[config.mk]
export PLATFORM = sky130hd
export DESIGN_NAME = dma_transfer_engine
export DESIGN_NICKNAME = d
export VERILOG_FILES = /design/src/dma_pkg.sv /design/src/dma_transfer_engine.sv
export VERILOG_INCLUDE_DIRS = /design/src
export SDC_FILE = /design/constraint.sdc
export NUM_CORES = 1
export LEC_CHECK = 0
export BUFFER_PORTS_ARGS = -buffer_cell sky130_fd_sc_hd__buf_2
export CAP_MARGIN = 0
export CORE_MARGIN = 5
export CORE_UTILIZATION = 50
export DETAILED_ROUTE_END_ITERATION = 8
export GPL_TIMING_DRIVEN = 0
export PLACE_DENSITY = 0.86
export SLEW_MARGIN = 30
export SYNTH_ARGS = -nofsm -noshare
export SYNTH_HDL_FRONTEND = slang
export SYNTH_SLANG_ARGS = --single-unit
[constraint.sdc]
create_clock -name clk -period 5 [get_ports clk]
set_clock_uncertainty 0.05 [all_clocks]
set_input_delay 0.25 -clock clk [delete_from_list [all_inputs] [get_ports clk]]
set_output_delay 0.25 -clock clk [all_outputs]
set_load 0.02 [all_outputs]
[src/dma_settings.svh]
// DMA engine build settings
// Table size, memory geometry and the host register map
`ifndef DMA_SETTINGS_SVH
`define DMA_SETTINGS_SVH

// Request table entries
`define DMA_ENTRIES 4

// Scratch memory geometry
`define DMA_MEM_WORDS 256
`define DMA_DATA_W 32

// Host address width, in words
`define DMA_HOST_ADDR_W 10

// One window of registers per entry, starting at address 0
`define DMA_REG_ENTRY_STRIDE 8
`define DMA_REG_STATUS 10'h020
// Memory window fills the upper half of the host space
`define DMA_REG_MEM_BASE 10'h200

// Offsets inside an entry window
`define DMA_OFS_LADDR 3'd0
`define DMA_OFS_SIZE 3'd1
`define DMA_OFS_RADDR 3'd2
`define DMA_OFS_DIR 3'd3
`define DMA_OFS_CTRL 3'd4

`endif

[src/dma_pkg.sv]
// DMA engine types
// Field widths, request layout, host bus and memory port bundles
`default_nettype none

`include "dma_settings.svh"

package dma_pkg;

  // Widths that carry a meaning
  typedef logic [$clog2(`DMA_ENTRIES)-1:0] entry_idx_t;
  typedef logic [$clog2(`DMA_MEM_WORDS)-1:0] mem_addr_t;
  // Word count, zero means nothing to copy
  typedef logic [7:0] xfer_size_t;
  typedef logic [`DMA_DATA_W-1:0] data_t;
  typedef logic [`DMA_HOST_ADDR_W-1:0] host_addr_t;

  // One transfer request
  // dir 0 copies laddr to raddr, dir 1 the other way
  typedef struct packed {
    mem_addr_t laddr;
    xfer_size_t size;
    mem_addr_t raddr;
    logic dir;
  } dma_request_t;

  // One-hot select of the request fields
  typedef struct packed {
    logic laddr;
    logic size;
    logic raddr;
    logic dir;
  } field_sel_t;

  // Host bus, single-cycle strobe
  typedef struct packed {
    logic strobe;
    logic write;
    host_addr_t addr;
    data_t wdata;
  } host_req_t;

  typedef struct packed {
    logic rvalid;
    data_t rdata;
  } host_rsp_t;

  // A single memory port
  typedef struct packed {
    logic en;
    mem_addr_t addr;
    data_t data;
  } mem_port_t;

  typedef enum logic [2:0] {
    IDLE,
    LOAD,
    COPY,
    DRAIN,
    FINISH
  } engine_state_t;

endpackage

`default_nettype wire

[src/dma_transfer_engine.sv]
// DMA transfer engine
// Picks pending entries round-robin and copies their words through the
// scratch memory, one read and one write in flight, then reports done
`timescale 1ns/100ps
`default_nettype none

`include "dma_settings.svh"

module dma_transfer_engine (
  input  wire logic                    clk,
  input  wire logic                    rst,
  input  wire logic [`DMA_ENTRIES-1:0] pending,
  // Request at eng_pos from the table
  output dma_pkg::entry_idx_t          eng_pos,
  input  wire dma_pkg::dma_request_t   eng_req,
  // Memory ports
  input  wire dma_pkg::data_t          mem_rdata,
  input  wire logic                    eng_stall,
  output dma_pkg::mem_port_t           eng_rd,
  output dma_pkg::mem_port_t           eng_wr,
  // Completion pulse
  output dma_pkg::entry_idx_t          done_pos,
  output logic                         done_en
);

  dma_pkg::engine_state_t state;
  // Copy pointers, wrap with the memory depth
  dma_pkg::mem_addr_t rd_addr;
  dma_pkg::mem_addr_t wr_addr;
  dma_pkg::xfer_size_t rd_left;
  // Read data held across a stalled write
  dma_pkg::data_t hold_data;
  logic rd_ret;
  logic wr_full;
  // Arbiter result
  logic found;
  dma_pkg::entry_idx_t next_pos;

  ////////////////////
  // Round-robin pick
  ////////////////////

  // Search starts just after the entry served last
  always_comb begin
    dma_pkg::entry_idx_t idx;
    found = 1'b0;
    next_pos = eng_pos;
    for (int i = 1; i <= `DMA_ENTRIES; i++) begin
      idx = eng_pos + dma_pkg::entry_idx_t'(i);
      if (!found && pending[idx]) begin
        found = 1'b1;
        next_pos = idx;
      end
    end
  end

  ////////////////////
  // Memory ports
  ////////////////////

  always_comb begin
    // COPY always has a read left to issue
    eng_rd.en = (state == dma_pkg::COPY);
    eng_rd.addr = rd_addr;
    eng_rd.data = '0;
    // First COPY cycle has nothing to write yet
    eng_wr.en = (state == dma_pkg::DRAIN) || ((state == dma_pkg::COPY) && wr_full);
    eng_wr.addr = wr_addr;
    // Fresh word from the array, or the held one after a stall
    eng_wr.data = rd_ret ? mem_rdata : hold_data;
  end

  assign done_en = (state == dma_pkg::FINISH);
  assign done_pos = eng_pos;

  ////////////////////
  // FSM
  ////////////////////

  always_ff @(posedge clk) begin
    if (rst) begin
      state <= dma_pkg::IDLE;
      eng_pos <= '0;
      rd_ret <= 1'b0;
      wr_full <= 1'b0;
    end else begin
      // Array output is ours next cycle only if the read went through
      rd_ret <= eng_rd.en && !eng_stall;
      case (state)
        dma_pkg::IDLE: begin
          if (found) begin
            eng_pos <= next_pos;
            state <= dma_pkg::LOAD;
          end
        end
        dma_pkg::LOAD: begin
          wr_full <= 1'b0;
          if (eng_req.size == '0) begin
            state <= dma_pkg::FINISH;
          end else begin
            state <= dma_pkg::COPY;
          end
        end
        dma_pkg::COPY: begin
          // Stalled cycle is repeated as is
          if (!eng_stall) begin
            wr_full <= 1'b1;
            if (rd_left == dma_pkg::xfer_size_t'(1)) begin
              state <= dma_pkg::DRAIN;
            end
          end
        end
        dma_pkg::DRAIN: begin
          if (!eng_stall) begin
            state <= dma_pkg::FINISH;
          end
        end
        dma_pkg::FINISH: begin
          state <= dma_pkg::IDLE;
        end
        default: begin
          state <= dma_pkg::IDLE;
        end
      endcase
    end
  end

  ////////////////////
  // Copy datapath
  ////////////////////

  always_ff @(posedge clk) begin
    if (rd_ret) begin
      hold_data <= mem_rdata;
    end
    if (state == dma_pkg::LOAD) begin
      rd_left <= eng_req.size;
      // Direction picks source and destination region
      if (eng_req.dir) begin
        rd_addr <= eng_req.raddr;
        wr_addr <= eng_req.laddr;
      end else begin
        rd_addr <= eng_req.laddr;
        wr_addr <= eng_req.raddr;
      end
    end else if (!eng_stall) begin
      if (eng_rd.en) begin
        rd_addr <= rd_addr + dma_pkg::mem_addr_t'(1);
        rd_left <= rd_left - dma_pkg::xfer_size_t'(1);
      end
      if (eng_wr.en) begin
        wr_addr <= wr_addr + dma_pkg::mem_addr_t'(1);
      end
    end
  end

endmodule

`default_nettype wire

==> results.rst <==
.. list-table::
   :header-rows: 1

   * - Metric
     - Value
   * - Launching element type of the critical path
     - flop
   * - Cell-by-cell trace of the critical path
     - clkbuf_1 -> buf_1 -> mux2_2 -> buf_2
   * - Number of inserted diodes
     - 0
   * - Total routing resource utilization after global routing
     - 18.3%
   * - Final hold vios
     - 0
   * - CTS buffer count
     - 9
   * - Initial Utilization
     - 51.3%
   * - Most used routing layer
     - met2
   * - Remaining global-route overflow
     - 0
   * - Signed area change from the synthesized netlist to the final layout
     - 30.5%
   * - Pin count of the biggest net entering global routing
     - 17
   * - Post-synthesis sequential area ratio
     - 46.0%
   * - Post-route cell area
     - 0.00425 sq mm
   * - Total core area
     - 0.00635 sq mm
   * - Detailed Route WL
     - 7670 microns
   * - Die width
     - 90.8 microns
   * - Result of the run
     - complete, no violations
   * - Cts repair resizes
     - 0
   * - Path type of the worst setup path
     - reg2out
   * - GR met1 Demand/Resource
     - 21.3%
   * - Count of different cell masters after synthesis
     - 42
   * - Max Fclk
     - 0.454 GHz
   * - Warnings from Yosys
     - 0
   * - Cell at the root of the clock tree
     - clkbuf_8
   * - Classification of the worst-slack hold path
     - in2reg
   * - CTS Buffer Depth
     - 2
   * - Post-synthesis register bit count
     - 63
   * - First-pass GRT wire length
     - 12,400 microns
   * - Core Rows
     - 29
   * - Total count of max-transition violations in the final report
     - 0
   * - Worst Path Arrival
     - 1900 ps
   * - Kind of end point of the critical path
     - primary output
   * - Antenna Violating Nets Remaining
     - 0
   * - Ratio of final minimum period to clock period
     - 44.0%
   * - Routed via count divided by cell count
     - 4.88
   * - Buf/Inv on CP
     - 3
   * - Final setup viols
     - 0
   * - Hpwl dp
     - 6150 microns
   * - Unrepaired setup endpoints after global routing
     - false
   * - Cell with the largest stage delay on the worst path
     - buf_1
   * - Largest fanout on the critical path
     - 10
   * - Lkg Pwr
     - 2.02 nW
   * - Time the final worst path needs with I/O delays and setup
     - 2200 ps
   * - Clock slew seen by the registers of the worst setup and hold paths
     - 70 ps
   * - GR Util met2
     - 29.4%
   * - Fraction of final layout cells with drive strength greater than 1
     - 42.9%
   * - Violation count after the first detailed-route iteration
     - 99
   * - Input/output buffers
     - 117
   * - Total Nets Final
     - 539
   * - Average footprint of a synthesized cell
     - 10.5 sq um
   * - Post-CTS setup buffer count
     - 0
   * - Register-to-register setup slack
     - 2830 ps
   * - Slew at the pin with the worst max-slew slack
     - 831 ps
   * - Depth of the CTS H-tree
     - 3
   * - DIE AREA
     - 0.00824 sq mm
   * - DRC violations left
     - 0
   * - Worst path top cell family by delay
     - buffers and inverters
   * - Standard cell area after detailed placement
     - 0.00406 sq mm
   * - Max-cap viol count
     - 0
   * - CTS tree
     - done
   * - Worst slew margin relative to its limit
     - 44.3%
   * - Number of clock sinks
     - 63
   * - Number of global-route vias before repair
     - 2,676
   * - Cell Pwr Density
     - 631 mW/mm^2
   * - Setup TNS
     - 0 ps
   * - Data required time of the worst path
     - 4700 ps
   * - Clk Latency, worst-skew pair
     - 330 ps
   * - Longest individual stage delay on the worst path
     - 450 ps
   * - Avg WL per Cell
     - 13.9 microns
   * - Length of the first detailed-routing pass in iterations
     - 4
   * - Cell count after synthesis
     - 312
   * - Routed via count
     - 2,696
   * - Chip height
     - 90.8 microns
   * - Worst ir drop on vdd
     - 0.000503 V
   * - Number of hold buffers added after cts
     - 0
   * - Post-synthesis instance area
     - 0.00326 sq mm
   * - Antenna violations before repair
     - 0
   * - FILL cells
     - 517
   * - Routability congestion estimate
     - 0.811
   * - Ports
     - 151
   * - M3 GR Usage
     - 7.92%
[flip-flops by register name (all words and copies together), names as in the netlist]
register   cells
rd_addr        8
wr_full        1
rd_left        8
rd_ret         1
state          3
wr_addr        8
hold_data     32
done_pos       2
[logic make-up (layout without fill, tap and decap cells)]
family,Yosys count,after routing,share of synthesized area [%]
flip-flops,63,63,46.0
AO/OA/AOI/OAI,44,44,7.83
adder cells (fa/ha/maj),4,4,1.53
AND/OR/NAND/NOR,82,82,13.0
buffers and inverters,52,185,10.3
multiplexers,48,48,16.3
other,1,32,0.115
XOR/XNOR,18,18,4.83
[through the flow]
step | util [%] | total power, mW | cells | setup WS [ps] | hold WS, ps
6_report | 67.0 | 2.68 | 553 | 2800 | 101
5_1_grt | 67.0 | 2.88 | 553 | 2620 | 94.8
4_1_cts | 67.0 | 2.70 | 553 | 2780 | 86.3
3_3_place_gp | 63.9 | 2.22 | 537 | 2920 | 387
2_1_floorplan | - | 1.89 | 343 | 2970 | 269
3_5_place_dp | 64.0 | 2.28 | 537 | 2860 | 404
[cell usage in the layout, fill, tap and decap left out, types with 2 or more instances in the layout]
cell,Yosys,layout
buf_2,2,119
dfxtp_1,39,39
buf_4,35,35
conb_1,1,32
mux2_2,29,29
edfxtp_1,24,24
nor2_1,22,22
nand2_1,20,20
a21oi_1,19,19
mux2i_1,15,15
o21ai_0,14,14
xnor2_1,11,11
clkbuf_8,0,9
nand3_1,8,8
clkbuf_1,7,7
xor2_1,7,7
nor3b_1,5,5
and3_1,4,4
nor2b_1,4,4
inv_1,4,4
nor3_1,4,4
nand2b_1,4,4
ha_1,4,4
buf_1,3,3
mux2_1,3,3
nor4_1,3,3
a211oi_1,2,2
a22oi_1,2,2
o211ai_1,2,2
or3_1,2,2
clkinv_2,0,2
[cells in the mapped netlist (all sizes together)]
master | count | area share, %
a211o | 1 | 0.27
o21ai | 14 | 2.1
nor2b | 4 | 0.77
a21oi | 19 | 2.9
edfxtp | 24 | 22
nand3b | 2 | 0.84
and2 | 1 | 0.19
or2b | 1 | 0.23
o211ai | 2 | 0.46
nand2b | 4 | 0.77
dfxtp | 39 | 24
nand3 | 8 | 1.2
nor4b | 1 | 0.27
o211a | 1 | 0.31
clkbuf | 7 | 0.81
nor3 | 4 | 0.61
nor3b | 5 | 1.2
o31ai | 1 | 0.23
a22oi | 2 | 0.46
xnor2 | 11 | 3.0
and3 | 4 | 0.77
conb | 1 | 0.12
inv | 4 | 0.46
mux2 | 32 | 11
mux4 | 1 | 0.69
a2111oi | 1 | 0.31
xor2 | 7 | 1.9
nand2 | 20 | 2.3
nor2 | 22 | 2.5
ha | 4 | 1.5
buf | 41 | 9.1
a311oi | 1 | 0.27
a211oi | 2 | 0.46
or3 | 3 | 0.73
mux2i | 15 | 4.6
nor4 | 3 | 0.58
[layout make-up]
type / instances / area (sq um) / share of cell area [%]
timing repair buffer: 117 / 586 / 13.8
clock inverter: 6 / 41.3 / 0.971
inverter: 4 / 15.0 / 0.353
multi-input combinational: 228 / 1540 / 36.3
clock buffer: 10 / 149 / 3.50
sequential: 63 / 1500 / 35.3
tap: 77 / 96.3 / 2.26
buffer: 48 / 322 / 7.56
[worst reg2reg max path: stages (launching register included)]
cell,delay [ps]
dfxtp_1,450
nor2_1,100
nand2_1,210
clkbuf_1,410
nand2_1,550
[final timing paths]
path | startpoint | to | depth (start not counted)
max | rd_ret$_SDFF_PP0_ | eng_wr[17] | 4
min | mem_rdata[1] | hold_data[1]$_DFF_P_ | 2
max reg2reg | state[1]$_SDFFE_PP0P_ | rd_left[4]$_DFFE_PP_ | 4
min reg2reg | wr_full$_SDFFE_PP0P_ | wr_full$_SDFFE_PP0P_ | 2
[report_power, final]
part / switching (mW) / total, mW / leakage [nW] / internal (mW)
clock network: 0.204 / 0.415 / 0.0981 / 0.211
logic: 0.760 / 1.27 / 1.37 / 0.510
registers: 0.147 / 0.997 / 0.553 / 0.851
total: 1.11 / 2.68 / 2.02 / 1.57
[routing by layer]
layer	up-vias	part of all wire, %
met5	-	0
met4	0	1.2
met3	12	11
li1	1354	-
met1	1211	41
met2	119	47
No activity file was read; power rests on OpenSTA's default activity.
