`src/dma_settings.svh`:
```
// DMA engine build settings
// Table size, memory geometry and the host register map
`ifndef DMA_SETTINGS_SVH
`define DMA_SETTINGS_SVH

// Request table entries
`define DMA_ENTRIES 4

// Scratch memory geometry
`define DMA_MEM_WORDS 256
`define DMA_DATA_W 32

// Host address width, in words
`define DMA_HOST_ADDR_W 10

// One window of registers per entry, starting at address 0
`define DMA_REG_ENTRY_STRIDE 8
`define DMA_REG_STATUS 10'h020
// Memory window fills the upper half of the host space
`define DMA_REG_MEM_BASE 10'h200

// Offsets inside an entry window
`define DMA_OFS_LADDR 3'd0
`define DMA_OFS_SIZE 3'd1
`define DMA_OFS_RADDR 3'd2
`define DMA_OFS_DIR 3'd3
`define DMA_OFS_CTRL 3'd4

`endif

```
`src/dma_pkg.sv`:
```
// DMA engine types
// Field widths, request layout, host bus and memory port bundles
`default_nettype none

`include "dma_settings.svh"

package dma_pkg;

  // Widths that carry a meaning
  typedef logic [$clog2(`DMA_ENTRIES)-1:0] entry_idx_t;
  typedef logic [$clog2(`DMA_MEM_WORDS)-1:0] mem_addr_t;
  // Word count, zero means nothing to copy
  typedef logic [7:0] xfer_size_t;
  typedef logic [`DMA_DATA_W-1:0] data_t;
  typedef logic [`DMA_HOST_ADDR_W-1:0] host_addr_t;

  // One transfer request
  // dir 0 copies laddr to raddr, dir 1 the other way
  typedef struct packed {
    mem_addr_t laddr;
    xfer_size_t size;
    mem_addr_t raddr;
    logic dir;
  } dma_request_t;

  // One-hot select of the request fields
  typedef struct packed {
    logic laddr;
    logic size;
    logic raddr;
    logic dir;
  } field_sel_t;

  // Host bus, single-cycle strobe
  typedef struct packed {
    logic strobe;
    logic write;
    host_addr_t addr;
    data_t wdata;
  } host_req_t;

  typedef struct packed {
    logic rvalid;
    data_t rdata;
  } host_rsp_t;

  // A single memory port
  typedef struct packed {
    logic en;
    mem_addr_t addr;
    data_t data;
  } mem_port_t;

  typedef enum logic [2:0] {
    IDLE,
    LOAD,
    COPY,
    DRAIN,
    FINISH
  } engine_state_t;

endpackage

`default_nettype wire

```
`src/dma_request_table.sv`:
```
// DMA request table
// Holds the transfer requests, written one field at a time,
// plus per-entry valid and done bits and the interrupt lines
`timescale 1ns/100ps
`default_nettype none

`include "dma_settings.svh"

module dma_request_table (
  input  wire logic                    clk,
  input  wire logic                    rst,
  // Host field writes
  input  wire dma_pkg::dma_request_t   write_req,
  input  wire dma_pkg::field_sel_t     write_sel,
  input  wire dma_pkg::entry_idx_t     write_pos,
  input  wire logic                    write_en,
  // Valid command and acknowledge
  input  wire dma_pkg::entry_idx_t     valid_pos,
  input  wire logic                    valid_set,
  input  wire logic                    valid_en,
  input  wire logic                    ack_en,
  // Read ports, host and engine
  input  wire dma_pkg::entry_idx_t     read_pos,
  output dma_pkg::dma_request_t        read_req,
  input  wire dma_pkg::entry_idx_t     eng_pos,
  output dma_pkg::dma_request_t        eng_req,
  // Completion from the engine
  input  wire dma_pkg::entry_idx_t     done_pos,
  input  wire logic                    done_en,
  output logic [`DMA_ENTRIES-1:0]      pending,
  output logic [`DMA_ENTRIES-1:0]      done,
  output logic [`DMA_ENTRIES-1:0]      irq
);

  dma_pkg::dma_request_t req_mem [`DMA_ENTRIES];
  dma_pkg::dma_request_t write_mask;
  logic [`DMA_ENTRIES-1:0] valid_q;
  logic [`DMA_ENTRIES-1:0] done_q;

  // Widen the one-hot select into a bit mask over the request
  always_comb begin
    write_mask.laddr = {$bits(dma_pkg::mem_addr_t){write_sel.laddr}};
    write_mask.size = {$bits(dma_pkg::xfer_size_t){write_sel.size}};
    write_mask.raddr = {$bits(dma_pkg::mem_addr_t){write_sel.raddr}};
    write_mask.dir = write_sel.dir;
  end

  ////////////////////
  // Request storage
  ////////////////////

  always_ff @(posedge clk) begin
    if (write_en) begin
      // Untouched fields keep their old value
      req_mem[write_pos] <= (req_mem[write_pos] & ~write_mask) |
                            (write_req & write_mask);
    end
  end

  assign read_req = req_mem[read_pos];
  assign eng_req = req_mem[eng_pos];

  ////////////////////
  // Valid and done
  ////////////////////

  always_ff @(posedge clk) begin
    if (rst) begin
      valid_q <= '0;
      done_q <= '0;
    end else begin
      for (int i = 0; i < `DMA_ENTRIES; i++) begin
        if (valid_en && (valid_pos == dma_pkg::entry_idx_t'(i))) begin
          // Start or cancel, a restart forgets the old completion
          valid_q[i] <= valid_set;
          done_q[i] <= 1'b0;
        end else if (ack_en && (valid_pos == dma_pkg::entry_idx_t'(i)) && done_q[i]) begin
          // Host has seen the completion
          valid_q[i] <= 1'b0;
          done_q[i] <= 1'b0;
        end else if (done_en && (done_pos == dma_pkg::entry_idx_t'(i))) begin
          done_q[i] <= 1'b1;
        end
      end
    end
  end

  // Waiting for the engine
  assign pending = valid_q & ~done_q;
  assign done = done_q;
  // One line per entry, up until acknowledged
  assign irq = valid_q & done_q;

endmodule

`default_nettype wire

```
`config.mk`:
```
export PLATFORM = sky130hd
export DESIGN_NAME = dma_request_table
export DESIGN_NICKNAME = d
export VERILOG_FILES = /design/src/dma_pkg.sv /design/src/dma_request_table.sv
export VERILOG_INCLUDE_DIRS = /design/src
export SDC_FILE = /design/constraint.sdc
export NUM_CORES = 1
export LEC_CHECK = 0
export ABC_CLOCK_PERIOD_IN_PS = 3700
export CORE_MARGIN = 4
export CORE_UTILIZATION = 60
export CTS_BUF_LIST = sky130_fd_sc_hd__clkbuf_16
export DETAILED_ROUTE_END_ITERATION = 12
export DONT_BUFFER_PORTS = 1
export PLACE_DENSITY = 0.79
export SLEW_MARGIN = 40
export SYNTH_ARGS = -nofsm -noshare
export SYNTH_HDL_FRONTEND = slang
export SYNTH_SLANG_ARGS = --single-unit
```
`constraint.sdc`:
```
create_clock -name clk -period 3.7 [get_ports clk]
set_input_delay 0.37 -clock clk [delete_from_list [all_inputs] [get_ports clk]]
set_output_delay 0.37 -clock clk [all_outputs]
set_load 0.02 [all_outputs]
```
==> results.cfg, run 1 <==
[critical_path]
path_buf_inv = 0
r2r_start = req_mem[0][24]$_DFFE_PP_
worstPathCellList = mux4_2
cp_slowest_cell = mux4_2
ff2ff_setup_slack_ns = 2.33
crit_family = multiplexers
cp-end-kind = primary output
arrival_ns = 1.35
start_kind = register
reg2regPathDepth = 3
crit_type = register to primary output
critPathRequiredTime_ns = 3.33
critPathMaxStageDelay_ns = 0.60
critPathMaxFanout = 3
timing.rr.end = req_mem[2][24]$_DFFE_PP_

[yosys]
synth_top_area_share = 0.530
ys_warn_count = 0
synth.distinct_cells = 30
syn_nets = 384
yosysTopAreaCell = edfxtp_1
synth_seq_cells = 108
synth_edf_count = 100
synth.avg_cell_area_um2 = 16.8
yosys-top-cells-count = edfxtp_1 (100), mux4_2 (50), nor3_1 (29), mux2i_1 (25), a221o_1 (23)
synthFlopType = edfxtp_1
syn_inst = 338
yosysMostFrequentCell = edfxtp_1
synth-async-reset-ratio = 0
yosysSeqAreaShare = 0.558
syn-cell-area_um2 = 5670
netlist_top_cells_area = edfxtp_1 (53%), mux4_2 (20%), mux2i_1 (4.4%), a221o_1 (4.1%), dfxtp_1 (2.8%)

[pwr]
p_per_area_nw_per_um2 = 455
vdd_drop_max_v = 0.000277
p_leak_nw = 1.98

[job]
drv_cap = 0

[hold_path]
worst_hold_startpoint = rst
hp-class = primary input to register
min_to = done[2]$_SDFFE_PP0P_
hold_depth = 1

[die]
fp.dieW_um = 105
coreArea_um2 = 9200
num_io_pins = 108
die_h_um = 105
die_area_um2 = 11100
start_util = 0.616
placementRows = 35

[sta]
fmax_mhz = 581
setup_tns_ns = 0
tightest_slew_ns = 0.693
slew_viol_final = 0
slew_headroom = 0.537
rsz0062_at_grt = false
finClkSkew_ns = 0.00643
finalHoldViolations = 0
post-route-min-period_ns = 1.72
setup_violations = 0
finalCritPeriodShare = 0.465
whs_ns = 0.104

[place]
gp_congestion = 0.763
placed_cell_area_um2 = 5680
io_buffers = 0
place_hpwl_um = 7780

[clock_tree]
hold_buffers = 0
cts_buffers = 9
cts_tree = built
clockRootBuffer = clkbuf_16
clock_path_buffers = 2
cts.reportedPaths.clkPinSlew_ns = 0.07
cts_resized = 0
cts_sinks = 108
htreeDepth = 3
clkLatencyLatePin_ns = 0.34
post_cts.repair.setup_buffers = 0

[run_status]
status = finished, final reports clean

[grt]
grt_pass1_vias = 3335
grt_max_degree = 57
grt_use_total = 0.224
use_met1 = 0.289
antenna_found_initial = 0
top_usage_layer = met2
grtUsageMet2 = 0.374
grt_remaining_overflow = 0
met3_usage = 0.0661
grt_first_pass_wirelength_um = 18900

[layout]
final_area_um2 = 6000
drive_gt1_frac = 0.287
area_growth_pct = 5.92
antenna_cells = 0
layout.nets = 368

[detailed_routing]
dr.pass1.iters = 7
antenna_left = 0
wirelength_um = 12200
drcViolationCount = 0
drt_iter0_drc = 292
routedWlPerCell_um = 27.8
vias = 3248
viasPerCell = 7.42
==> stage by stage <==
step | cells | utilization | setup WS [ns] | power [mW]
3_3_place_gp | 422 | 0.617 | 1.87 | 1.74
5_1_grt | 438 | 0.653 | 1.94 | 2.82
4_1_cts | 438 | 0.653 | 1.96 | 2.74
3_5_place_dp | 422 | 0.618 | 2.06 | 1.75
2_1_floorplan | 338 | - | 0.688 | 1.74
6_report | 438 | 0.653 | 1.98 | 2.73
==> power breakdown <==
part	leakage, nW	switching [mW]	total (mW)	internal, mW
logic	0.843	0.153	0.290	0.137
clock network	0.153	0.423	1.01	0.591
registers	0.989	0.0312	1.43	1.40
total	1.98	0.607	2.73	2.12
==> logic make-up after synthesis <==
group | Yosys count | share of synthesized area
buffers and inverters | 38 | 0.0338
and+or+nand+nor | 55 | 0.0517
muxes | 98 | 0.295
AOI/OAI and AO/OA | 39 | 0.0610
DFF | 108 | 0.558
==> layout make-up <==
type,count,area (um^2)
flip-flops and latches,108,3160
clock inverters,7,92.6
inverters,7,26.3
well taps,111,139
fillers,654,3200
clock buffers,9,225
repair buffers,4,30.0
multi-input cells,192,2320
==> per-layer routing <==
metal,vias to the layer above,share of wire
li1,1400,-
met1,1685,0.38
met2,151,0.52
met3,12,0.087
met4,0,0.013
met5,-,0
==> flip-flops by register name, indices dropped and copies added (netlist names) <==
signal   flops
valid_q      4
done         4
req_mem    100
==> placed cells by master, fill, tap and decap left out, types with 2 or more instances in the layout <==
| cell type | n |
|---|---|
| clkbuf_16 | 9 |
| nor2b_1 | 7 |
| dfxtp_1 | 8 |
| inv_1 | 8 |
| a221o_1 | 23 |
| o32ai_1 | 4 |
| bufinv_16 | 2 |
| clkinvlp_4 | 2 |
| edfxtp_1 | 100 |
| mux2i_1 | 25 |
| nand2_1 | 2 |
| mux2_2 | 13 |
| a2111oi_0 | 2 |
| buf_4 | 4 |
| mux2_4 | 10 |
| a31oi_1 | 4 |
| nor3_1 | 29 |
| mux4_2 | 50 |
| and2_1 | 4 |
| nor2_1 | 5 |
| nand2b_1 | 3 |
| a21oi_1 | 4 |
==> worst register-to-register path: stages (launching register included) <==
cell	delay, ns
edfxtp_1	0.39
nor2b_1	0.15
a2111oi_0	0.36
a221oi_1	0.15
==> worst max path at each step <==
stage | depth (start not counted) | slack [ns] | to | start
2_1_floorplan | 3 | 0.69 | req_mem[0][0]$_DFFE_PP_ | write_pos[1]
3_3_place_gp | 2 | 1.87 | req_mem[0][16]$_DFFE_PP_ | write_pos[0]
3_5_place_dp | 2 | 2.06 | req_mem[3][6]$_DFFE_PP_ | write_pos[1]
4_1_cts | 1 | 1.96 | read_req[8] | req_mem[3][8]$_DFFE_PP_
5_1_grt | 1 | 1.94 | read_req[8] | req_mem[3][8]$_DFFE_PP_
6_report | 1 | 1.98 | eng_req[8] | req_mem[3][8]$_DFFE_PP_
Note: power is estimated with default switching activity, not from simulation.
==> run 2: changes to the inputs <==
--- a/config.mk
+++ b/config.mk
@@ -6,7 +6,7 @@
 export SDC_FILE = /design/constraint.sdc
 export NUM_CORES = 1
 export LEC_CHECK = 0
-export ABC_CLOCK_PERIOD_IN_PS = 3700
+export ABC_CLOCK_PERIOD_IN_PS = 1700
 export CORE_MARGIN = 4
 export CORE_UTILIZATION = 60
 export CTS_BUF_LIST = sky130_fd_sc_hd__clkbuf_16
==> constraint.sdc (replaced) <==
create_clock -name clk -period 1.7 [get_ports clk]
set_input_delay 0.17 -clock clk [delete_from_list [all_inputs] [get_ports clk]]
set_output_delay 0.17 -clock clk [all_outputs]
set_load 0.02 [all_outputs]
==> results.cfg, run 2 (synthesis gave the netlist of run 1 again) <==
[run_status]
status = finished, final reports clean

[pwr]
totalPowerFinal_mw = 6.02
vdd_drop_max_v = 0.000659
p_clk_frac = 0.377
power.switching_mw = 1.25
switching_share = 0.208
power.internal_mw = 4.77
p_per_area_nw_per_um2 = 990
power_frac_seq = 0.516
combinationalPowerShare = 0.107
p_leak_nw = 2.03

[sta]
finalHoldViolations = 0
finalCritPeriodShare = 0.894
finClkSkew_ns = 0.00749
tightest_slew_ns = 0.621
rsz0062_at_grt = false
post-route-min-period_ns = 1.52
slew_viol_final = 0
slew_headroom = 0.585
fmax_mhz = 658
setup_violations = 0
setup_tns_ns = 0

[layout]
final_cell_mix = edfxtp_1 (100), mux4_2 (50), nor3_1 (29)
area_growth_pct = 7.42
drive_gt1_frac = 0.296
largest_reg_flops = 100
layout.nets = 377
layout.cells.most_common = edfxtp_1
antenna_cells = 0
top_register = req_mem

[place]
gp_congestion = 0.776
io_buffers = 0
place_hpwl_um = 7800

[critical_path]
path_depth = 1
critPathRequiredTime_ns = 1.53
cp_slowest_cell = mux4_2
critPathMaxStageDelay_ns = 0.59
ff2ff_setup_slack_ns = 0.26
endpoint = read_req[9]
cp-startpoint = req_mem[3][9]$_DFFE_PP_
crit_type = register to primary output
crit_family = multiplexers
cp-end-kind = primary output
reg2regPathDepth = 3
worstPathCellList = mux4_2
arrival_ns = 1.35
critPathMaxFanout = 3
start_kind = register
r2r_start = req_mem[0][24]$_DFFE_PP_
timing.rr.end = req_mem[3][24]$_DFFE_PP_
path_buf_inv = 0

[job]
drv_cap = 0

[detailed_routing]
dr.pass1.iters = 4
wirelength_um = 12200
drt_iter0_drc = 281
viasPerCell = 7.24
antenna_left = 0
vias = 3221
routedWlPerCell_um = 27.3
drcViolationCount = 0

[clock_tree]
clock_path_buffers = 2
clkLatencyLatePin_ns = 0.33
post_cts.repair.setup_buffers = 0
cts_buffers = 9
clockRootBuffer = clkbuf_16
cts_tree = built
cts_sinks = 108
cts.reportedPaths.clkPinSlew_ns = 0.07
htreeDepth = 3

[die]
die_area_um2 = 11100
coreArea_um2 = 9200
start_util = 0.616
num_io_pins = 108
fp.dieW_um = 105
placementRows = 35
die_h_um = 105

[grt]
grt_remaining_overflow = 0
grt_use_total = 0.225
grt_pass1_vias = 3420
grt_max_degree = 57
grt_first_pass_wirelength_um = 19000
antenna_found_initial = 0

[hold_path]
hp-class = primary input to register
-- run 2: cell type report --
class	count	area [um^2]
tap	111	139
inverter	7	26.3
multi-input combinational	192	2320
fill	634	3110
clock buffer	9	225
sequential	108	3160
clock inverter	5	103
timing repair buffer	13	105
-- run 2: power by group through the flow --
stage          combinational [mW]  sequential [mW]  clock (mW)
2_1_floorplan               0.656             3.14           0
3_3_place_gp                0.630             3.15           0
3_5_place_dp                0.642             3.16           0
4_1_cts                     0.654             3.11        2.31
5_1_grt                     0.685             3.12        2.41
6_report                    0.645             3.11        2.27
-- run 2: worst min-delay path by stage --
stage	start	endpoint	slack (ns)	depth (start not counted)
3_3_place_gp	rst	done[2]$_SDFFE_PP0P_	0.25	1
5_1_grt	valid_pos[0]	valid_q[1]$_SDFFE_PP0P_	0.01	2
6_report	valid_pos[1]	valid_q[3]$_SDFFE_PP0P_	0.02	2
3_5_place_dp	rst	done[2]$_SDFFE_PP0P_	0.25	1
4_1_cts	valid_pos[0]	valid_q[1]$_SDFFE_PP0P_	0.01	2
2_1_floorplan	valid_pos[0]	valid_q[0]$_SDFFE_PP0P_	0.29	1
-- run 2: metrics by stage --
step | hold slack [ns] | instance area [um^2] | instances | setup slack (ns) | utilization
after floorplan | 0.286 | 5680 | 338 | 0.0646 | -
after global placement | 0.252 | 5730 | 428 | 0.361 | 0.623
after detailed placement | 0.253 | 5730 | 428 | 0.264 | 0.623
after CTS | 0.00987 | 6090 | 445 | 0.169 | 0.662
after global routing | 0.00957 | 6090 | 445 | 0.129 | 0.662
final | 0.0181 | 6090 | 445 | 0.181 | 0.662
-- run 2: what timing repair did --
item                                   4_1_cts  5_1_grt
hold buffers                                 3        0
endpoints found under the hold margin        8        0
resized for setup                            0        0
setup endpoints to repair                    0        0
-- run 2: metal layers --
layer	track usage	up-vias	part of all wire
li1	-	1410	-
met1	0.295	1663	0.39
met2	0.379	142	0.51
met3	0.0531	6	0.084
met4	0.0609	0	0.0080
met5	0	-	0
