--- src/dma_settings.svh ---
// DMA engine build settings
// Table size, memory geometry and the host register map
`ifndef DMA_SETTINGS_SVH
`define DMA_SETTINGS_SVH

// Request table entries
`define DMA_ENTRIES 4

// Scratch memory geometry
`define DMA_MEM_WORDS 256
`define DMA_DATA_W 32

// Host address width, in words
`define DMA_HOST_ADDR_W 10

// One window of registers per entry, starting at address 0
`define DMA_REG_ENTRY_STRIDE 8
`define DMA_REG_STATUS 10'h020
// Memory window fills the upper half of the host space
`define DMA_REG_MEM_BASE 10'h200

// Offsets inside an entry window
`define DMA_OFS_LADDR 3'd0
`define DMA_OFS_SIZE 3'd1
`define DMA_OFS_RADDR 3'd2
`define DMA_OFS_DIR 3'd3
`define DMA_OFS_CTRL 3'd4

`endif

--- src/dma_pkg.sv ---
// DMA engine types
// Field widths, request layout, host bus and memory port bundles
`default_nettype none

`include "dma_settings.svh"

package dma_pkg;

  // Widths that carry a meaning
  typedef logic [$clog2(`DMA_ENTRIES)-1:0] entry_idx_t;
  typedef logic [$clog2(`DMA_MEM_WORDS)-1:0] mem_addr_t;
  // Word count, zero means nothing to copy
  typedef logic [7:0] xfer_size_t;
  typedef logic [`DMA_DATA_W-1:0] data_t;
  typedef logic [`DMA_HOST_ADDR_W-1:0] host_addr_t;

  // One transfer request
  // dir 0 copies laddr to raddr, dir 1 the other way
  typedef struct packed {
    mem_addr_t laddr;
    xfer_size_t size;
    mem_addr_t raddr;
    logic dir;
  } dma_request_t;

  // One-hot select of the request fields
  typedef struct packed {
    logic laddr;
    logic size;
    logic raddr;
    logic dir;
  } field_sel_t;

  // Host bus, single-cycle strobe
  typedef struct packed {
    logic strobe;
    logic write;
    host_addr_t addr;
    data_t wdata;
  } host_req_t;

  typedef struct packed {
    logic rvalid;
    data_t rdata;
  } host_rsp_t;

  // A single memory port
  typedef struct packed {
    logic en;
    mem_addr_t addr;
    data_t data;
  } mem_port_t;

  typedef enum logic [2:0] {
    IDLE,
    LOAD,
    COPY,
    DRAIN,
    FINISH
  } engine_state_t;

endpackage

`default_nettype wire

--- src/dma_reg_decode.sv ---
// DMA host register decode
// Turns host strobes into table field writes, valid and ack commands
// and scratch memory accesses, and returns read data one cycle later
`timescale 1ns/100ps
`default_nettype none

`include "dma_settings.svh"

module dma_reg_decode (
  input  wire logic                    clk,
  input  wire logic                    rst,
  input  wire dma_pkg::host_req_t      host_req,
  output dma_pkg::host_rsp_t           host_rsp,
  // Table side
  input  wire dma_pkg::dma_request_t   tbl_read_req,
  input  wire logic [`DMA_ENTRIES-1:0] pending,
  input  wire logic [`DMA_ENTRIES-1:0] done,
  output dma_pkg::dma_request_t        write_req,
  output dma_pkg::field_sel_t          write_sel,
  output dma_pkg::entry_idx_t          write_pos,
  output logic                         write_en,
  output dma_pkg::entry_idx_t          valid_pos,
  output logic                         valid_set,
  output logic                         valid_en,
  output logic                         ack_en,
  output dma_pkg::entry_idx_t          read_pos,
  // Memory side
  input  wire dma_pkg::data_t          mem_rdata,
  output dma_pkg::mem_port_t           host_rd,
  output dma_pkg::mem_port_t           host_wr
);

  localparam int OFS_W = $clog2(`DMA_REG_ENTRY_STRIDE);
  localparam int IDX_W = $clog2(`DMA_ENTRIES);

  logic [OFS_W-1:0] ofs;
  dma_pkg::entry_idx_t entry;
  logic is_entry;
  logic is_status;
  logic is_mem;
  logic is_ctrl;
  logic rd_strobe;
  logic wr_strobe;
  dma_pkg::data_t status_word;
  // Read pipeline, one cycle deep
  logic rvalid_q;
  logic rd_mem_q;
  dma_pkg::data_t rd_data_q;

  ////////////////////
  // Address split
  ////////////////////

  assign ofs = host_req.addr[OFS_W-1:0];
  assign entry = host_req.addr[OFS_W +: IDX_W];
  // Entry windows sit at the bottom of the map
  assign is_entry = host_req.addr <
                    dma_pkg::host_addr_t'(`DMA_ENTRIES * `DMA_REG_ENTRY_STRIDE);
  assign is_status = (host_req.addr == `DMA_REG_STATUS);
  assign is_mem = (host_req.addr >= `DMA_REG_MEM_BASE);
  assign is_ctrl = is_entry && (ofs == `DMA_OFS_CTRL);

  assign rd_strobe = host_req.strobe && !host_req.write;
  assign wr_strobe = host_req.strobe && host_req.write;

  ////////////////////
  // Table commands
  ////////////////////

  always_comb begin
    // Field writes, offsets 0 to 3 only
    write_en = wr_strobe && is_entry && (ofs < `DMA_OFS_CTRL);
    write_pos = entry;
    write_sel.laddr = (ofs == `DMA_OFS_LADDR);
    write_sel.size = (ofs == `DMA_OFS_SIZE);
    write_sel.raddr = (ofs == `DMA_OFS_RADDR);
    write_sel.dir = (ofs == `DMA_OFS_DIR);
    // Same data in every field, the select picks the live one
    write_req.laddr = dma_pkg::mem_addr_t'(host_req.wdata);
    write_req.size = dma_pkg::xfer_size_t'(host_req.wdata);
    write_req.raddr = dma_pkg::mem_addr_t'(host_req.wdata);
    write_req.dir = host_req.wdata[0];
    // Valid command on write, acknowledge on read
    valid_pos = entry;
    valid_set = host_req.wdata[0];
    valid_en = wr_strobe && is_ctrl;
    ack_en = rd_strobe && is_ctrl;
    read_pos = entry;
  end

  ////////////////////
  // Memory window
  ////////////////////

  always_comb begin
    host_rd.en = rd_strobe && is_mem;
    host_rd.addr = dma_pkg::mem_addr_t'(host_req.addr);
    host_rd.data = '0;
    host_wr.en = wr_strobe && is_mem;
    host_wr.addr = dma_pkg::mem_addr_t'(host_req.addr);
    host_wr.data = host_req.wdata;
  end

  ////////////////////
  // Read return
  ////////////////////

  // Done bits in the low byte, pending bits in the next
  always_comb begin
    status_word = '0;
    status_word[`DMA_ENTRIES-1:0] = done;
    status_word[8 +: `DMA_ENTRIES] = pending;
  end

  always_ff @(posedge clk) begin
    if (rst) begin
      rvalid_q <= 1'b0;
      rd_mem_q <= 1'b0;
    end else begin
      rvalid_q <= rd_strobe;
      rd_mem_q <= rd_strobe && is_mem;
    end
  end

  // Table and status data captured at the strobe
  always_ff @(posedge clk) begin
    if (rd_strobe) begin
      rd_data_q <= '0;
      if (is_status) begin
        rd_data_q <= status_word;
      end else if (is_ctrl) begin
        rd_data_q[$bits(dma_pkg::dma_request_t)-1:0] <= tbl_read_req;
      end
    end
  end

  // Memory data arrives straight from the array a cycle later
  always_comb begin
    host_rsp.rvalid = rvalid_q;
    host_rsp.rdata = rd_mem_q ? mem_rdata : rd_data_q;
  end

endmodule

`default_nettype wire

--- config.mk ---
export PLATFORM = sky130hd
export DESIGN_NAME = dma_reg_decode
export DESIGN_NICKNAME = d
export VERILOG_FILES = /design/src/dma_pkg.sv /design/src/dma_reg_decode.sv
export VERILOG_INCLUDE_DIRS = /design/src
export SDC_FILE = /design/constraint.sdc
export NUM_CORES = 1
export LEC_CHECK = 0
export CAP_MARGIN = 20
export CORE_MARGIN = 4
export CORE_UTILIZATION = 25
export DETAILED_ROUTE_END_ITERATION = 7
export DONT_BUFFER_PORTS = 1
export GPL_TIMING_DRIVEN = 0
export PLACE_DENSITY = 0.41
export SETUP_SLACK_MARGIN = 0.5
export SYNTH_ARGS = -nofsm -noshare
export SYNTH_HDL_FRONTEND = slang
export SYNTH_SLANG_ARGS = --single-unit
--- constraint.sdc ---
create_clock -name clk -period 2.63 [get_ports clk]
set_input_delay 0.1315 -clock clk [delete_from_list [all_inputs] [get_ports clk]]
set_output_delay 0.1315 -clock clk [all_outputs]
set_load 0.05 [all_outputs]
==> results of run 1 <==
worst max-delay path by stage:
| stage | startpoint | to | slack, ns | depth (start not counted) |
|---|---|---|---|---|
| 4_1_cts | rd_mem_q$_SDFF_PP0_ | host_rsp[14] | 0.68 | 2 |
| 3_3_place_gp | host_req[42] | ack_en | -0.12 | 2 |
| 5_1_grt | rd_mem_q$_SDFF_PP0_ | host_rsp[14] | 0.61 | 2 |
| 3_5_place_dp | host_req[40] | ack_en | 0.74 | 4 |
| 6_report | rd_mem_q$_SDFF_PP0_ | host_rsp[1] | 0.76 | 2 |
| 2_1_floorplan | host_req[43] | ack_en | 0.58 | 2 |
power by group through the flow:
stage               Clock (mW)  Sequential (mW)  Combinational, mW
CTS                      0.249            0.495              0.661
global placement             0            0.505              0.655
detailed placement           0            0.505              0.658
global route             0.268            0.497              0.677
finish                   0.234            0.494              0.659
floorplan                    0            0.502              0.632
synthesized netlist by cell type:
cell type  number  area [µm²]
and2_1         27       168.9
conb_1          1       3.750
or3b_1          1       8.760
nor3_2          1       10.01
or4_4           1       11.26
mux2_2         25       281.5
buf_2           1       5.000
nor4b_2         1       15.01
edfxtp_1       25       750.7
buf_1           2       7.510
and3b_1         1       8.760
buf_4         113       848.3
nor3_4          1       16.27
nand2_1         1       3.750
nor2_1          8       30.03
nor3b_1         2       15.01
buf_6           1       11.26
clkbuf_1        1       3.750
nor2b_1         2       12.51
nor3b_2         1       12.51
a32oi_1         8       70.07
and3_1          1       6.260
nor4_1          2       12.51
dfxtp_1         2       40.04
worst max-delay path, stage by stage, from the launching register on:
cell	delay, ns
dfxtp_1	0.41
buf_1	0.51
mux2_2	0.54
sequential cells by signal, indices dropped and copies added, names as in the netlist:
register / flops
rd_data_q: 25
rd_mem_q: 1
rvalid_q: 1
logic make-up (layout without fill, tap and decap cells):
group,Yosys count,count (layout),synth area share [%]
AOI/OAI and AO/OA,8,8,2.977
buffers and inverters,118,128,37.21
DFF,27,27,33.60
muxes,25,25,11.96
other,1,32,0.1593
and+or+nand+nor,50,50,14.09
layout make-up:
cell class / instances / area [µm²]
multi-input cells: 115 / 828.3
clock buffers: 3 / 41.29
clock inverters: 1 / 5.005
fillers: 950 / 6455
well taps: 111 / 138.9
repair buffers: 6 / 61.31
plain buffers: 118 / 875.8
flip-flops and latches: 27 / 790.8
what timing repair did:
| item | 4_1_cts | 5_1_grt |
|---|---|---|
| endpoints found under the hold margin | 2 | 0 |
| hold buffers | 2 | 0 |
| resized for setup | 0 | 0 |
per-layer routing:
metal / up-vias / routed length [µm] / track usage (%)
li1: 711 / - / -
met1: 679 / 1962 / 9.726
met2: 123 / 3448 / 19.25
met3: 2 / 603 / 2.347
met4: 0 / 47 / 3.093
met5: - / 0 / 0
through the flow:
step / hold WS (ns) / std cells / instance area, µm² / setup TNS (ns)
2_1_floorplan: 0.2106 / 260 / 2482 / 0
3_3_place_gp: 0.2167 / 371 / 2621 / -0.2416
3_5_place_dp: 0.2164 / 375 / 2675 / 0
4_1_cts: 0.03834 / 381 / 2741 / 0
5_1_grt: 0.03252 / 381 / 2741 / 0
6_report: 0.04996 / 381 / 2741 / 0
==> out/summary.txt, run 1 <==
Final-report setup violation count: 0
Initial antenna violation count: 0
Final Hold Vio Count: 0
Final min period: 1.866 ns
Max-slew violations: 0
Cell internal pwr: 0.7475 mW
Pin count of the biggest net entering global routing: 16
Commonest non-fill, non-tap cell in the layout: buf_4
WS Path Type: reg -> out
Post-Syn Instances: 229
Tcrit/Tclk final: 70.95%
PortBufs: 0
FP Rows: 35
DR vias/cell: 3.976
WL final: 6062 µm
Yosys warnings: 0
Total die area: 0.01103 mm²
Critical path arrival: 1.73 ns
CP Max Fanout: 10
GRT overflow: 0
Worst slew pin tran: 0.8316 ns
CTS Root Buffer Type: clkbuf_8
CTS buffer count: 3
CTS sink count: 27
Leakage: 1.162 nW
RSZ-0062 raised after global routing: no
Switching share of power: 46.13%
Global-route wire length before repair: 8445 µm
Worst relative slew slack: 44.32%
Drt drc: 0
Mean post-synth cell area: 10.28 µm²
Pwr/cell area: 506.2 mW/mm²
Clk slew on worst S/H paths: 0.09 ns
Comb pwr share: 47.5%
Core Util, Final: 29.81%
Maxcap violations: 0
Required @ worst endpoint: 2.50 ns
GRT Overall Usage: 9.689%
Min-delay worst type: in -> reg
Sw Pwr: 0.6400 mW
Initial core utilization: 25.59%
Fmax achieved: 535.9 MHz
Routed Antenna Nets: 0
Status: completed
N_diodes: 0
CP endpoint kind: primary output
Top Ports: 265
Wirelength per Cell: 15.91 µm
Most frequent cells in the layout: buf_4, conb_1, and2_1, mux2_2, edfxtp_1
Hold Startpoint: tbl_read_req[17]
Htree depth: 1
Hold depth: 1
Post-Syn Area: 0.002354 mm²
DR vias: 1,515
DR iter-0 viols: 53
Total Power: 1.388 mW
Reg power frac: 35.6%
Final nets: 382
Chip Width: 105.0 µm
Post-synth cell types: 24
Postcts setup bufs: 0
Number of global-route vias before repair: 1,522
Deepest clock path buffer count: 2
Hold Path Sink: rd_data_q[17]$_SDFFCE_PP0P_
First drt pass iteration count: 4
Register area share after synthesis: 33.60%
Die height: 105.0 µm
GPL Wtd Cong: 0.6028
Crit start category: register
Share of cells above drive strength 1: 58.52%
Area growth, synth to finish: 16.48%
Final worst slack: 0.7641 ns
Synthesized flop and latch total: 27
Pre-CTS WS: 0.7425 ns
CTS tree: built
VDD IR-drop max: 175.3 µV
Core ar.: 0.009196 mm²
DP HPWL: 5358 µm
Clock power frac: 16.9%
Power figures use the tool's default switching activity.
==> run 2, diff against run 1 <==
==> constraint.sdc (replaced) <==
create_clock -name clk -period 1.8 [get_ports clk]
set_input_delay 0.09 -clock clk [delete_from_list [all_inputs] [get_ports clk]]
set_output_delay 0.09 -clock clk [all_outputs]
set_load 0.05 [all_outputs]
==> run 2 against run 1 <==
  * Routed wire length up 10%
  * Clock power increased by 55%
  * Sequential power grew 46%
  * Flip-flop and latch count is the same
  * Sequential share of layout area shrank 3.7 points
  * Die area stayed put
  * Cell area is 15% higher
  * Non-clock buffer count up 17
  * Core utilization grew 4.6 points
  * Worst setup slack lost 0.50 ns
  * Critical path depth up 1
  * Global-route usage up 0.68 points
  * Largest power group unchanged
  * Highest routed layer unchanged
==> out/summary.txt, run 2 (same netlist as run 1, synthesis figures left out) <==
Global-route wire length before repair: 8983 µm (+6.4%)
CTS buffer count: 3 (unchanged)
CTS Root Buffer Type: clkbuf_8
Min-delay worst type: in -> reg
Initial core utilization: 25.59% (unchanged)
Sw Pwr: 0.9642 mW (+51%)
Max-slew violations: 0 (unchanged)
CP Max Fanout: 3 (-7)
WL final: 6667 µm (+10%)
RSZ-0062 raised after global routing: yes
Htree depth: 1 (unchanged)
Initial antenna violation count: 0 (unchanged)
Routed Antenna Nets: 0 (unchanged)
Fmax achieved: 650.7 MHz
Area growth, synth to finish: 34.40%
Share of cells above drive strength 1: 62.50% (+4.0 points)
Worst relative slew slack: 44.54% (+0.23 points)
Comb pwr share: 48.7% (+1.2 points)
Die height: 105.0 µm (unchanged)
Switching share of power: 45.62% (-0.51 points)
Final-report setup violation count: 0 (unchanged)
DR vias/cell: 3.992 (+0.40%)
Leakage: 1.422 nW (+22%)
PortBufs: 0 (unchanged)
GPL Wtd Cong: 0.6352 (+5.4%)
Deepest clock path buffer count: 2 (unchanged)
DP HPWL: 5213 µm (-2.7%)
Clock power frac: 17.1% (+0.2 points)
Pre-CTS WS: 0.1609 ns (-0.5816 ns)
Crit start category: input pin
Wirelength per Cell: 16.71 µm (+5.0%)
Final Hold Vio Count: 0 (unchanged)
Maxcap violations: 0 (unchanged)
Reg power frac: 34.2% (-1.4 points)
Required @ worst endpoint: 1.71 ns (-0.79 ns)
Drt drc: 0 (unchanged)
Pwr/cell area: 668.2 mW/mm² (+32%)
Total Power: 2.114 mW (+52%)
CP Cell Sequence: or4_4 > buf_8 > nor4_4
Core ar.: 0.009196 mm² (unchanged)
FP Rows: 35 (unchanged)
Pin count of the biggest net entering global routing: 17 (+1)
GRT overflow: 0 (unchanged)
Top Registers: rd_data_q (25), rd_mem_q (1), rvalid_q (1)
DR iter-0 viols: 42 (-21%)
Total die area: 0.01103 mm² (unchanged)
Tcrit/Tclk final: 85.38%
Core Util, Final: 34.39% (+4.6 points)
Commonest non-fill, non-tap cell in the layout: buf_4
Final nets: 400 (+4.7%)
N_diodes: 0 (unchanged)
CP top delay family: simple AND/OR/NAND/NOR gates
DR vias: 1,593 (+5.1%)
Most flops, register: rd_data_q
Top Ports: 265 (unchanged)
Most frequent cells in the layout: buf_4, conb_1, mux2_4, edfxtp_1, and2_1
Final worst slack: 0.2632 ns (-0.5009 ns)
Critical path arrival: 1.45 ns (-0.28 ns)
Status: completed
Buf/Inv on CP: 1 (unchanged)
Number of global-route vias before repair: 1,586 (+4.2%)
Final min period: 1.537 ns
Cell internal pwr: 1.149 mW (+54%)
CTS sink count: 27 (unchanged)
Worst slew pin tran: 0.8282 ns (-0.003377 ns)
VDD IR-drop max: 256.6 µV (+46%)
CP endpoint kind: primary output
Critical Path Max Stage Delay: 0.68 ns (+0.14 ns)
CTS tree: built
WS Path Type: in -> out
Chip Width: 105.0 µm (unchanged)
Total negative slack: 0 ns (unchanged)
Slowest-stage cell, CP: nor4_4
GRT Overall Usage: 10.37% (+0.68 points)
Max reg flops: 25 (unchanged)
Clk slew on worst S/H paths: 0.10 ns (about the same)
First drt pass iteration count: 5 (+1)
==> run 2: repair_timing <==
item / 4_1_cts / 5_1_grt
hold buffers: 9 / 1
gates cloned: 2 / 2
setup buffers: 9 / 1
pin swaps: 2 / 0
endpoints found under the hold margin: 9 / 1
resized for setup: 50 / 12
setup endpoints to repair: 36 / 51
==> run 2: layout make-up <==
type                    instances  area (µm²)
clock buffers                   3       41.29
multi-input cells             116       979.7
fillers                       935        6033
plain buffers                 118       939.7
well taps                     111       138.9
flip-flops and latches         27       794.5
repair buffers                 23       261.5
clock inverters                 1       7.507
==> run 2: metrics by stage <==
step           std cells  instance area, µm²  hold slack, ns
6_report             399                3163        0.006618
5_1_grt              399                3163        0.005366
4_1_cts              395                3079       0.0004665
3_5_place_dp         371                2673          0.1765
3_3_place_gp         371                2673          0.1745
2_1_floorplan        260                2534          0.1691
==> run 2: routing by layer <==
metal,vias to the layer above,global-route usage [%],routed length [µm]
li1,748,-,-
met1,725,10.93,2189
met4,0,2.530,43
met2,118,20.58,3826
met3,2,2.224,608
met5,-,0,0
==> run 2: worst paths after layout <==
check                                         to  depth (start not counted)             from  slack (ns)
worst min-delay path  rd_data_q[7]$_SDFFCE_PP0P_                          1  tbl_read_req[7]       0.007
worst max-delay path                    valid_en                          3     host_req[40]        0.26
==> run 2: power by group through the flow <==
stage	sequential, mW	clock [mW]	combinational [mW]
2_1_floorplan	0.732	0	0.928
3_3_place_gp	0.737	0	0.962
3_5_place_dp	0.738	0	0.960
6_report	0.723	0.362	1.03
5_1_grt	0.728	0.406	1.06
4_1_cts	0.724	0.381	1.02
==> run 3, diff against run 2 <==
--- a/config.mk
+++ b/config.mk
@@ -12,8 +12,7 @@
 export DETAILED_ROUTE_END_ITERATION = 7
 export DONT_BUFFER_PORTS = 1
 export GPL_TIMING_DRIVEN = 0
-export PLACE_DENSITY = 0.41
-export SETUP_SLACK_MARGIN = 0.5
+export REMOVE_ABC_BUFFERS = 1
 export SYNTH_ARGS = -nofsm -noshare
 export SYNTH_HDL_FRONTEND = slang
 export SYNTH_SLANG_ARGS = --single-unit
==> run 3 against run 2 <==
  * Sequential share of layout area increased by 15 points
  * Sequential power increased by 0.7%
  * Via count decreased by 22%
  * Non-clock buffer count decreased by 123
  * Clock power decreased by 3%
  * Combinational power decreased by 58%
  * First-iteration DRC count increased by 100%
  * Critical path depth decreased by 1
  * Cell area decreased by 37%
  * Worst hold slack improved by 0.0094 ns
  * Fmax decreased by 6.8%
  * Largest cell class is now multi-input combinational cells
==> out/summary.txt, run 3 (same netlist as run 1, synthesis figures left out) <==
WS Path Type: reg -> out
CTS buffer count: 3 (unchanged)
Die height: 105.0 µm (unchanged)
Worst slew pin tran: 0.8907 ns (+0.06243 ns)
Capture point of the worst path: host_rsp[13]
Critical Path Start: rd_mem_q$_SDFF_PP0_
Deepest clock path buffer count: 2 (unchanged)
Share of cells above drive strength 1: 27.44% (-35 points)
Leakage: 0.6410 nW (-55%)
GPL Wtd Cong: 0.6792 (+6.9%)
Top Registers: rd_data_q (25), rd_mem_q (1), rvalid_q (1)
CTS Root Buffer Type: clkbuf_8
WL final: 6383 µm (-4.3%)
Hold Startpoint: tbl_read_req[14]
Crit start category: register
Maxcap violations: 0 (unchanged)
PortBufs: 0 (unchanged)
Placed cell count: 258 (-30%)
Most flops, register: rd_data_q
Clk slew on worst S/H paths: 0.09 ns (about the same)
DR iter-0 viols: 84 (+100%)
Tcrit/Tclk final: 91.59% (+6.2 points)
Required @ worst endpoint: 1.71 ns (about the same)
Wirelength per Cell: 23.21 µm (+39%)
Most frequent cells in the layout: conb_1, and2_1, mux2_2, edfxtp_1, dlygate4sd3_1
Final-report setup violation count: 0 (unchanged)
DR vias/cell: 4.524 (+13%)
CTS sink count: 27 (unchanged)
RSZ-0062 raised after global routing: no
CTS tree: built
Core ar.: 0.009196 mm² (unchanged)
Critical path arrival: 1.56 ns (+0.11 ns)
Fmax achieved: 606.6 MHz (-6.8%)
Min-delay worst type: in -> reg
Routed Antenna Nets: 0 (unchanged)
First drt pass iteration count: 4 (-1)
Commonest non-fill, non-tap cell in the layout: conb_1
Final min period: 1.649 ns (+0.1117 ns)
VDD IR-drop max: 163.9 µV (-36%)
GRT Overall Usage: 10.18% (-0.19 points)
DP HPWL: 5171 µm (-0.81%)
Total Power: 1.506 mW (-29%)
Htree depth: 1 (unchanged)
Top Ports: 265 (unchanged)
CP Max Fanout: 18 (+15)
Area growth, synth to finish: -15.47%
Status: completed
Non-Filler Instances: 275 (-31%)
CP endpoint kind: primary output
Final Hold Vio Count: 0 (unchanged)
Global-route wire length before repair: 8238 µm (-8.3%)
FP Rows: 35 (unchanged)
Initial core utilization: 25.59% (unchanged)
Total die area: 0.01103 mm² (unchanged)
Number of global-route vias before repair: 1,252 (-21%)
Final nets: 276 (-31%)
Drt drc: 0 (unchanged)
Core Util, Final: 21.63% (-13 points)
Pwr/cell area: 757.2 mW/mm² (+13%)
Initial antenna violation count: 1 (+1)
GRT overflow: 0 (unchanged)
Max-slew violations: 0 (unchanged)
Max reg flops: 25 (unchanged)
Fillers: 987 (+5.6%)
N_diodes: 0 (unchanged)
Chip Width: 105.0 µm (unchanged)
Worst relative slew slack: 40.36% (-4.2 points)
DR vias: 1,244 (-22%)
Pin count of the biggest net entering global routing: 29 (+12)
-- run 3: timing repair --
action                                  4_1_cts  5_1_grt
hold endpoints to repair                      5        7
setup buffers                                 1        0
gates resized for setup                       1        0
hold buffers                                  5        7
endpoints found under the setup margin       19        0
-- run 3: report_power, final --
group | internal, mW | leakage, nW | switching, mW
Clock | 0.159 | 0.0228 | 0.191
Combinational | 0.0708 | 0.397 | 0.358
Sequential | 0.713 | 0.221 | 0.0151
Total | 0.942 | 0.641 | 0.564
-- run 3: metal layers --
layer | vias up | global-route usage, % | share of wire (%)
li1 | 497 | - | -
met1 | 548 | 11.50 | 38
met2 | 187 | 14.12 | 43
met3 | 10 | 8.400 | 18
met4 | 2 | 3.187 | 1.1
met5 | - | 1.905 | 0.20
-- run 3: worst min-delay path by stage --
stage	to	slack, ns	depth (start not counted)
floorplan	rvalid_q$_SDFF_PP0_	0.17	1
global placement	rvalid_q$_SDFF_PP0_	0.18	1
detailed placement	rvalid_q$_SDFF_PP0_	0.18	1
CTS	rd_data_q[7]$_SDFFCE_PP0P_	0.00003	1
global route	rd_data_q[14]$_SDFFCE_PP0P_	0.002	1
finish	rd_data_q[14]$_SDFFCE_PP0P_	0.02	1
-- run 3: worst max-delay path, cell delays in order, from the launching register on --
cell and delay [ns]:
dfxtp_2 0.59, buf_8 0.21, mux2_2 0.47
-- run 3: through the flow --
| stage | setup slack, ns | area (µm²) | TNS [ns] | hold slack (ns) |
|---|---|---|---|---|
| after floorplan | -0.5469 | 1594 | -1.393 | 0.1691 |
| after global placement | -0.9627 | 1733 | -22.24 | 0.1770 |
| after detailed placement | -0.2354 | 1815 | -0.2354 | 0.1802 |
| after CTS | 0.1079 | 1919 | 0 | 0.00002975 |
| after global routing | 0.05171 | 1989 | 0 | 0.002464 |
| final | 0.1514 | 1989 | 0 | 0.01600 |
-- run 3: final cells by class --
cell class,count,area (µm²),share of cell area (%)
Clock buffer,4,45.04,2.264
Multi-Input combinational cell,115,833.3,41.89
Sequential cell,27,792.0,39.81
Tap cell,111,138.9,6.981
Timing Repair Buffer,18,180.2,9.057
